==> config.mk <==
export PLATFORM = sky130hd
export DESIGN_NAME = adc_sample_fifo
export DESIGN_NICKNAME = d
export VERILOG_FILES = /design/src/adc_sample_pkg.sv /design/src/snap_mem_pkg.sv /design/src/adc_sample_fifo.sv
export VERILOG_INCLUDE_DIRS = /design/src /design/src/src
export SDC_FILE = /design/constraint.sdc
export NUM_CORES = 1
export LEC_CHECK = 0
export BUFFER_PORTS_ARGS = -buffer_cell sky130_fd_sc_hd__buf_2
export CAP_MARGIN = 5
export CORE_ASPECT_RATIO = 1.1
export CORE_MARGIN = 5
export CORE_UTILIZATION = 60
export CTS_CLUSTER_DIAMETER = 200
export CTS_CLUSTER_SIZE = 30
export DETAILED_ROUTE_END_ITERATION = 16
export HOLD_SLACK_MARGIN = 0.12
export PLACE_DENSITY = 0.79
export SLEW_MARGIN = 20
export SYNTH_ARGS = -nofsm -noshare
export SYNTH_HDL_FRONTEND = slang
export SYNTH_SLANG_ARGS = --single-unit
==> constraint.sdc <==
create_clock -name adc_clk -period 18.75 [get_ports adc_clk]
set_input_delay 3.75 -clock adc_clk [delete_from_list [all_inputs] [get_ports adc_clk]]
set_output_delay 3.75 -clock adc_clk [all_outputs]
set_load 0.005 [all_outputs]
==> src/adc_config.svh <==
/*
 * ADC snapshot configuration
 * Design-wide depths and the optional input register stage
 */
`ifndef ADC_CONFIG_SVH
`define ADC_CONFIG_SVH

// Records held by each channel FIFO, power of two
`define ADC_FIFO_DEPTH 8
`define ADC_FIFO_AW $clog2(`ADC_FIFO_DEPTH)

// Records held by the snapshot buffer, power of two
`define ADC_SNAP_DEPTH 64
`define ADC_SNAP_AW $clog2(`ADC_SNAP_DEPTH)

// 1 adds a second register stage in front of the sample packer.
// Pins to rec_valid latency becomes two cycles instead of one
`define ADC_EXTRA_REG 0

`endif

==> src/adc_sample_pkg.sv <==
/*
 * ADC sample types
 * Per-cycle lanes of one deserialized ADC board and the packed
 * 70-bit sample word built from them
 */
`default_nettype none

package adc_sample_pkg;

  // One board in one adc_clk cycle, after the DDR demux
  typedef struct packed {
    logic [3:0] sync;       // Sync sampled on the 0/90/180/270 phases
    logic       ovr_fall;
    logic       ovr_rise;
    logic [7:0] dq_fall;
    logic [7:0] dq_d_fall;
    logic [7:0] dq_rise;
    logic [7:0] dq_d_rise;   // Oldest Q sample of the cycle
    logic [7:0] di_fall;
    logic [7:0] di_d_fall;
    logic [7:0] di_rise;
    logic [7:0] di_d_rise;   // Oldest I sample of the cycle
  } adc_lanes_t;

  // Sample word as the capture path stores it
  // Sample 0 is the oldest, in the low byte of each channel
  typedef struct packed {
    logic [3:0]      sync;
    logic [1:0]      outofrange;  // Bit 0 rise, bit 1 fall
    logic [3:0][7:0] q;
    logic [3:0][7:0] i;
  } sample_word_t;

endpackage

`default_nettype wire

==> src/snap_mem_pkg.sv <==
/*
 * Snapshot storage types
 * A stored record carries the channel id, a marker tag and a 70-bit
 * payload read either as sample data or as a sync marker
 */
`default_nettype none

package snap_mem_pkg;

  // Channel number, 0 or 1
  typedef logic chan_id_t;

  // Sync marker, stands in for the word on which sync rose
  typedef struct packed {
    logic [$bits(adc_sample_pkg::sample_word_t)-19:0] pad;  // Zero
    logic [15:0]                                      count;
    logic [1:0]                                       phase;
  } marker_t;

  // Payload decode depends on is_marker
  typedef union packed {
    adc_sample_pkg::sample_word_t data;
    marker_t                      marker;
  } snap_payload_u;

  typedef struct packed {
    chan_id_t      chan;
    logic          is_marker;
    snap_payload_u payload;
  } snap_rec_t;

endpackage

`default_nettype wire

==> src/adc_sample_fifo.sv <==
/*
 * Channel record FIFO
 * Synchronous circular buffer between a capture channel and the
 * write arbiter. Pushes into a full FIFO are dropped and counted
 */
`default_nettype none
`include "adc_config.svh"

module adc_sample_fifo (
  input  logic                    adc_clk,
  input  logic                    mmcm_reset,
  input  logic                    arm,
  input  snap_mem_pkg::snap_rec_t push_rec,
  input  logic                    push,
  input  logic                    pop,
  output snap_mem_pkg::snap_rec_t head_rec,
  output logic                    not_empty,
  output logic [15:0]             drop_count
);

  localparam int AW = `ADC_FIFO_AW;

  snap_mem_pkg::snap_rec_t mem [`ADC_FIFO_DEPTH];
  logic [AW-1:0]           wr_ptr;
  logic [AW-1:0]           rd_ptr;
  logic [AW:0]             level;
  logic                    full;
  logic                    do_push;
  logic                    do_pop;

  assign full      = (level == (AW+1)'(`ADC_FIFO_DEPTH));
  assign not_empty = (level != '0);
  assign do_push   = push && !full;
  assign do_pop    = pop && not_empty;
  assign head_rec  = mem[rd_ptr];

  always_ff @(posedge adc_clk) begin
    if (mmcm_reset || arm) begin  // Arm flushes whatever is queued
      wr_ptr     <= '0;
      rd_ptr     <= '0;
      level      <= '0;
      drop_count <= 16'd0;
    end else begin
      if (do_push) wr_ptr <= wr_ptr + 1'b1;  // Depth is a power of two
      if (do_pop) rd_ptr <= rd_ptr + 1'b1;
      case ({do_push, do_pop})
        2'b10:   level <= level + 1'b1;
        2'b01:   level <= level - 1'b1;
        default: level <= level;
      endcase
      if (push && full && drop_count != 16'hffff) drop_count <= drop_count + 16'd1;
    end
  end

  always_ff @(posedge adc_clk) begin
    if (do_push) mem[wr_ptr] <= push_rec;
  end

  a_no_pop_empty: assert property (
    @(posedge adc_clk) disable iff (mmcm_reset) pop |-> not_empty)
    else $error("Pop on an empty FIFO");

endmodule

`default_nettype wire

==> results of run 1 <==
-- cells by family after synthesis --
family                   synth area share
multiplexers                        0.176
buffers and inverters             0.00983
AND/OR/NAND/NOR                    0.0209
XOR/XNOR                          0.00266
AO/OA/AOI/OAI                      0.0112
flip-flops                          0.776
adder cells (fa/ha/maj)           0.00326
-- final cells by class --
type,count,area (um^2)
diodes,2,5.00
clock buffers,33,656
clock inverters,1,30.0
fillers,2455,12900
inverters,2,7.51
multi-input cells,353,4990
flip-flops and latches,605,17900
well taps,500,626
repair buffers,184,968
-- per-stage QoR --
| step | instances | utilization | setup WS, ns |
|---|---|---|---|
| detailed placement | 1644 | 0.642 | 11.84 |
| finish | 1680 | 0.661 | 11.34 |
| CTS | 1678 | 0.660 | 11.19 |
| global placement | 1644 | 0.642 | 11.84 |
| global route | 1678 | 0.660 | 10.94 |
| floorplan | 1009 | - | 7.15 |
-- registers in the layout, summed over array words and instances (netlist names), named ones only --
register and flops:
mem 576, drop_count 16, level 4, rd_ptr 3, wr_ptr 3
-- worst max path at each step --
stage / startpoint / slack, ns / endpoint / depth (start not counted)
6_report: flip-flop / 11.34 / head_rec[69] / 5
5_1_grt: flip-flop / 10.94 / head_rec[56] / 5
4_1_cts: flip-flop / 11.19 / head_rec[56] / 5
3_5_place_dp: flip-flop / 11.84 / head_rec[69] / 5
3_3_place_gp: flip-flop / 11.84 / head_rec[56] / 5
2_1_floorplan: push / 7.15 / mem[0][0] / 3
-- critical path, delay by kind of cell (launching register included) --
| kind | cells | cell delay (ns) |
|---|---|---|
| buffers and inverters | 3 | 1.70 |
| DFF | 1 | 0.43 |
| muxes | 2 | 0.89 |
-- cells in the mapped netlist, drive strengths merged (3+ instances only) --
cell type,n
xor2,7
a21oi,19
buf,24
mux4,144
or4,11
clkbuf,25
mux2,72
ha,6
dfxtp,29
edfxtp,576
nor3,5
o21ai,7
and4,5
or3,3
o31ai,11
nor2,13
nand3,14
nand2,11
nand4,7
-- per-layer routing --
| metal | track usage | part of all wire |
|---|---|---|
| met3 | 0.0306 | 0.063 |
| met4 | 0.0372 | 0.015 |
| met2 | 0.344 | 0.51 |
| met5 | 0 | 0.0014 |
| met1 | 0.297 | 0.41 |
-- power by group --
group	switching, W	leakage (nW)	total [W]	internal [W]
logic	0.0000511	2.02	0.0000949	0.0000439
clock network	0.000369	0.329	0.000619	0.000250
registers	0.00000502	5.47	0.00150	0.00149
==> run summary, run 1 <==
status - complete, no violations
layout cells sized above 1 - 0.377
GPL Wtd Cong - 0.763
hold_buf cts - 0
most frequent cells in the layout - edfxtp_1, buf_2, mux4_2
initial antenna violation count - 6
routed vias/inst - 6.28
setup slack, reg-to-reg - 15.62 ns
Resized cells post-CTS - 0
clk buf depth - 3
Starting Density - 0.605
Mapped Area - 0.0230 mm^2
# port buffers - 165
# IOs - 166
Yosys cell types - 42
post-synthesis sequential area ratio - 0.776
syn nets - 1,092
endpoints failing setup - 0
Worst Setup Start Kind - flip-flop
CTS tree - built
clock root cell - clkbuf_16
Worst Hold Depth - 2
Slew HR - 0.327
Mean Syn Cell Area - 22.8 um^2
final setup TNS - 0 ns
yosys warns - 0
1st-iter DRT viols - 885
clock skew - 0.0246 ns
total CTS buffers - 24
Post-synth EDFFs - 576
Routed WL per cell - 25.6 um
Post-Place Cell Area - 0.0245 mm^2
Synth area leader - edfxtp_1
power density over cell area - 87.9 mW/mm^2
Clk Latency, worst-skew pair - 0.56 ns
die width - 197 um
DRC - 0
top_reg_cell synth - edfxtp_1
placed wire-length estimate - 24,000 um
crit-path cells - buf_4 > buf_4 > mux4_2 > mux2_2 > buf_2
# H-tree levels - 1
post-route clock period utilization - 0.395
minimum hold slack - 0.493 ns
vias in the first global route - 11,200
max-cap violation count - 0
#FFs+latches synth - 605
total overflow reported by the global router - 0
via count - 10,500
Sink Count - 605
Pwr Total - 0.00221 W
R2R cell count - 4
CP Capture Type - primary output
Worst Path Max Fanout - 46
all-layer global routing usage - 0.205
slowest CP cell - buf_4
commonest non-fill, non-tap cell in the layout - edfxtp_1
Synth area leaders - edfxtp_1, mux4_2, mux2_2
Critical Path RT - 15.00 ns
critical path class - flip-flop to primary output
Synth top area share - 0.751
fraction of registers with async set/reset - 0
Slew @ Worst Pin - 1.01 ns
clk slew on worst S/H paths - 0.11 ns
Final ANT Viol Nets - 0
pin count of the biggest net entering global routing - 55
Final Slew Violations - 0
max frequency - 0.135 GHz
R2R Path Start - level[1]
Core ar. - 0.0381 mm^2
buffers inserted during post-CTS setup optimization - 0
RR Endpoint - mem[6][50]
type of the tightest min-delay check - flip-flop to flip-flop
Die Footprint - 0.0424 mm^2
Final nets - 1,253
maximum vdd drop - 0.0969 mV
RSZ-0062 raised after global routing - false
crit-path most repeated cell - buf_4
std cell rows - 75
post-synthesis instance total - 1,009
Final min period - 7.41 ns
area grow syn2layout - 9.23%
Leak - 7.81 nW
design area - 0.0252 mm^2
Die Ht - 216 um
Final Hold Fails - 0
first-pass GRT wire length - 66,500 um
DRT Wirelength - 43,000 um
Min-Delay Startpoint - rd_ptr[1]
Max stage delay on crit path - 0.83 ns
CP Data Arrival Time - 3.66 ns
DRT Pass-1 Iters - 7
No activity file was read; power rests on OpenSTA's default activity.
==> run 2: changes to the inputs <==
CORE_UTILIZATION = 54   (was 60)
PLACE_DENSITY = 0.75   (was 0.79)
clock period = 6.5 ns   (was 18.75 ns; I/O delays follow)
==> run summary, run 2 (synthesized netlist as in run 1, its figures left out) <==
CP Capture Type - primary output
area grow syn2layout - 10.0%
initial antenna violation count - 8
type of the tightest min-delay check - flip-flop to flip-flop
Core ar. - 0.0423 mm^2
Routed WL per cell - 24.3 um
Final Slew Violations - 0
biggest regs - mem (576), drop_count (16), level (4)
via count - 10,500
Worst Path Max Fanout - 78
clk slew on worst S/H paths - 0.11 ns
GPL Wtd Cong - 0.786
Switch Pwr - 0.00125 W
pin count of the biggest net entering global routing - 79
Resized cells post-CTS - 0
R2R Path Start - level[0]
CTS tree - built
Final nets - 1,255
hold_buf cts - 0
Slew @ Worst Pin - 1.07 ns
fillers - 3,063
Final min period - 4.32 ns
clock root cell - clkbuf_16
status - complete, no violations
Max stage delay on crit path - 1.03 ns
DRT Wirelength - 42,700 um
Min-Delay Startpoint - rd_ptr[1]
Final ANT Viol Nets - 0
minimum hold slack - 0.486 ns
sw frac - 0.194
Die Footprint - 0.0469 mm^2
# H-tree levels - 1
# port buffers - 165
CP Data Arrival Time - 3.02 ns
DRT Pass-1 Iters - 4
Biggest register - mem
# IOs - 166
worst setup margin - 2.18 ns
Die Ht - 227 um
total CTS buffers - 24
all-layer global routing usage - 0.184
slowest CP cell - dfxtp_4
Pint - 0.00518 W
Sink Count - 605
Worst Setup Start Kind - flip-flop
vias in the first global route - 10,900
crit-path cells - buf_12 > mux4_2 > mux2_2 > buf_2
clk buf depth - 3
DRC - 0
std cell rows - 79
post-route clock period utilization - 0.664
placed wire-length estimate - 23,400 um
Flop pwr share - 0.673
layout cells sized above 1 - 0.375
total overflow reported by the global router - 0
maximum vdd drop - 0.173 mV
Leak - 7.84 nW
RSZ-0062 raised after global routing - false
Final Hold Fails - 0
most frequent cells in the layout - edfxtp_1, buf_2, mux4_2
Pwr Total - 0.00643 W
clock skew - 0.0320 ns
Clk Latency, worst-skew pair - 0.57 ns
Clock Power Share - 0.285
max-cap violation count - 0
die width - 207 um
power density over cell area - 254 mW/mm^2
buffers inserted during post-CTS setup optimization - 0
Starting Density - 0.545
WP buf/inv - 2
Slew HR - 0.289
Comb power frac - 0.043
first-pass GRT wire length - 65,300 um
max frequency - 0.232 GHz
pre-CTS worst setup slack - 2.72 ns
1st-iter DRT viols - 851
Largest delay share family, worst path - flip-flops
commonest non-fill, non-tap cell in the layout - edfxtp_1
endpoints failing setup - 0
max FFs per register - 576
critical path class - flip-flop to primary output
Critical Path RT - 5.20 ns
routed vias/inst - 5.98
run 2: cell types whose count changed in the layout (fill, tap and decap cells not counted), sizes merged:
cell    before  now
diode        2    1
clkbuf      33   43
buf        184  186
run 2: cell type report:
| type | count | area [um^2] | area share |
|---|---|---|---|
| sequential | 605 | 17900 | 0.706 |
| multi-input combinational | 353 | 5000 | 0.197 |
| timing repair buffer | 186 | 1020 | 0.0403 |
| tap | 567 | 709 | 0.0280 |
| clock buffer | 43 | 693 | 0.0273 |
| clock inverter | 1 | 30.0 | 0.00118 |
| inverter | 2 | 7.51 | 0.000296 |
| antenna | 1 | 2.50 | 0.0000987 |
run 2: path summary, 6_finish.rpt:
path | slack [ns] | cells after the start | to
max | 2.18 | 4 | head_rec[9]
min | 0.49 | 2 | flip-flop
max reg2reg | 3.56 | 9 | level[2]
min reg2reg | 0.49 | 2 | flip-flop
run 2: routing by layer:
metal  GRT usage  wire [um]  up-vias
met1       0.272      18500     5614
met2       0.299      21200      257
met5           0         96        -
met4      0.0307        560       14
met3      0.0318       2430       47
li1            -          -     4579
run 2: power by group through the flow:
| stage | Sequential (W) | Clock [W] | Combinational [W] |
|---|---|---|---|
| final | 0.00433 | 0.00183 | 0.000273 |
| after global routing | 0.00433 | 0.00203 | 0.000299 |
| after CTS | 0.00433 | 0.00189 | 0.000279 |
| after detailed placement | 0.00442 | 0 | 0.000278 |
| after global placement | 0.00441 | 0 | 0.000271 |
| after floorplan | 0.00442 | 0 | 0.000143 |
run 2: stage by stage:
stage	std cells	setup TNS, ns	util	instance area [um^2]
3_5_place_dp	1713	0	0.582	24600
3_3_place_gp	1713	0	0.582	24600
5_1_grt	1757	0	0.599	25400
4_1_cts	1757	0	0.599	25400
6_report	1758	0	0.599	25400
2_1_floorplan	1009	-154.51	-	23100
run 2: worst reg2reg max path: cells and delay by family (launching register included):
family                     cells  cell delay, ns
adders and majority gates      2            0.49
AOI/OAI and AO/OA              2            0.17
and+or+nand+nor                3            1.43
xor gates and xnor gates       2            0.33
DFF                            1            0.41
==> run 3: changes to the inputs <==
ABC_AREA = 1   (was unset)
CORE_UTILIZATION = 60   (was 54)
PLACE_DENSITY = 0.79   (was 0.75)
clock period = 4.2 ns   (was 6.5 ns; I/O delays follow)
==> run summary, run 3 <==
status - complete, no violations
Clock Power Share - 0.274
post-route clock period utilization - 0.835
hold_buf cts - 0
# port buffers - 165
biggest regs - mem (576), drop_count (16), level (4)
Synth top area share - 0.722
Min-Delay Startpoint - rd_ptr[0]
Leak - 8.54 nW
Worst Path Max Fanout - 166
power density over cell area - 402 mW/mm^2
all-layer global routing usage - 0.218
first-pass GRT wire length - 76,600 um
Mapped Area - 0.0240 mm^2
maximum vdd drop - 0.280 mV
yosys warns - 0
DRC - 0
Comb power frac - 0.079
CTS tree - built
slowest CP cell - buf_12
Slew @ Worst Pin - 1.02 ns
DRT Wirelength - 49,200 um
routed vias/inst - 5.94
cell total after placement - 2,319
buffers inserted during post-CTS setup optimization - 0
Post-synth EDFFs - 576
Routed WL per cell - 20.8 um
crit-path most repeated cell - nand2_1
clock root cell - clkbuf_16
Die Ht - 220 um
std cell rows - 76
max-cap violation count - 0
RR Endpoint - mem[1][24]
Pint - 0.00815 W
worst setup margin - 0.694 ns
max FFs per register - 576
Worst path depth - 6
DRT Pass-1 Iters - 5
Yosys cell types - 28
# IOs - 166
most frequent cells after synthesis - edfxtp_1, nand2_1, nor2_1
endpoints failing setup - 0
sw frac - 0.218
max frequency - 0.285 GHz
Clk Latency, worst-skew pair - 0.57 ns
# H-tree levels - 1
area occupied by multi-input gates - 0.00536 mm^2
Final Hold Fails - 0
Starting Density - 0.609
fraction of registers with async set/reset - 0
Final Slew Violations - 0
crit-path cells - buf_12 > o21ai_0 > o22ai_1 > nand2_1 > nand2_1 > buf_2
CP Data Arrival Time - 2.67 ns
most frequent cells in the layout - edfxtp_1, nand2_1, nor2_1
RSZ-0062 raised after global routing - false
clk slew on worst S/H paths - 0.11 ns
pre-CTS worst setup slack - 1.35 ns
register area - 0.0179 mm^2
Max stage delay on crit path - 0.58 ns
setup slack, reg-to-reg - 1.75 ns
cell with the most instances after synthesis - edfxtp_1
Finished Layout Cells - 2,364
Critical Path RT - 3.36 ns
total overflow reported by the global router - 0
Slew HR - 0.320
Post-Place Cell Area - 0.0252 mm^2
GPL Wtd Cong - 0.837
top_reg_cell synth - edfxtp_1
Switch Pwr - 0.00227 W
#FFs+latches synth - 605
CP Capture Type - primary output
type of the tightest min-delay check - flip-flop to flip-flop
total CTS buffers - 24
fillers - 2,758
Worst Setup Start Kind - flip-flop
Synth area leaders - edfxtp_1, mux2i_1, nand2_1
post-synthesis sequential area ratio - 0.746
placed wire-length estimate - 28,000 um
Worst Hold Depth - 1
R2R Path Start - level[0]
Final nets - 1,921
Biggest register - mem
final setup TNS - 0 ns
Largest delay share family, worst path - buffers and inverters
pin count of the biggest net entering global routing - 167
Synth area leader - edfxtp_1
initial antenna violation count - 6
critical path class - flip-flop to primary output
Die Footprint - 0.0440 mm^2
syn nets - 1,800
Final ANT Viol Nets - 0
area grow syn2layout - 8.27%
Pwr Total - 0.0104 W
Sink Count - 605
CP Capture Point - head_rec[19]
WP buf/inv - 2
clk buf depth - 3
vias in the first global route - 13,900
Final min period - 3.51 ns
layout cells sized above 1 - 0.130
design area - 0.0259 mm^2
clock skew - 0.0255 ns
via count - 14,100
1st-iter DRT viols - 1,295
Flop pwr share - 0.648
Resized cells post-CTS - 0
post-synthesis instance total - 1,717
commonest non-fill, non-tap cell in the layout - edfxtp_1
die width - 201 um
Core ar. - 0.0394 mm^2
Mean Syn Cell Area - 14.0 um^2
R2R cell count - 7
-- run 3: cell count changes after synthesis, sizes merged, moves of 5 or more --
cell,delta
nor2,+178
buf,+30
o21ai,+147
mux2,-72
clkbuf,+19
o22ai,+144
nand2,+280
xnor2,+5
and4,-5
or4,-11
mux2i,+143
mux4,-144
inv,+31
o31ai,-11
-- run 3: routing by layer --
metal	track usage	vias to the layer above	routed length [um]
li1	-	6545	-
met1	0.301	6938	20300
met2	0.377	502	24500
met3	0.0333	56	3490
met4	0.0459	10	770
met5	0	-	62
-- run 3: cells by family after synthesis --
kind of cell	after synthesis	share of synthesized area
DFF	605	0.746
and+or+nand+nor	504	0.0809
AOI/OAI and AO/OA	318	0.0739
muxes	144	0.0601
buffers and inverters	132	0.0331
xor gates and xnor gates	8	0.00292
adders and majority gates	6	0.00313
-- run 3: power groups by stage --
stage          logic (W)  clock network (W)  registers, W
2_1_floorplan   0.000496                  0       0.00688
5_1_grt         0.000909            0.00311       0.00676
6_report        0.000818            0.00285       0.00675
3_3_place_gp    0.000794                  0       0.00688
4_1_cts         0.000826            0.00289       0.00675
3_5_place_dp    0.000824                  0       0.00689
-- run 3: how the worst min path moves through the flow --
stage,end,slack (ns)
after floorplan,flip-flop,0.45
final,rd_ptr[0],0.50
after CTS,mem[2][66],0.50
after detailed placement,flip-flop,0.47
after global placement,rd_ptr[0],0.47
after global routing,mem[0][66],0.51
-- run 3: final cells by class --
class	instances	area share
Sequential cell	605	0.689
Multi-Input combinational cell	980	0.206
Timing Repair Buffer	193	0.0467
Clock buffer	43	0.0267
Tap cell	507	0.0244
Inverter	34	0.00511
Clock inverter	1	0.00116
Antenna cell	1	0.0000964
-- run 3: through the flow --
stage | util | hold WS (ns)
2_1_floorplan | - | 0.451
4_1_cts | 0.659 | 0.501
6_report | 0.659 | 0.498
3_3_place_gp | 0.641 | 0.465
5_1_grt | 0.659 | 0.505
3_5_place_dp | 0.641 | 0.474
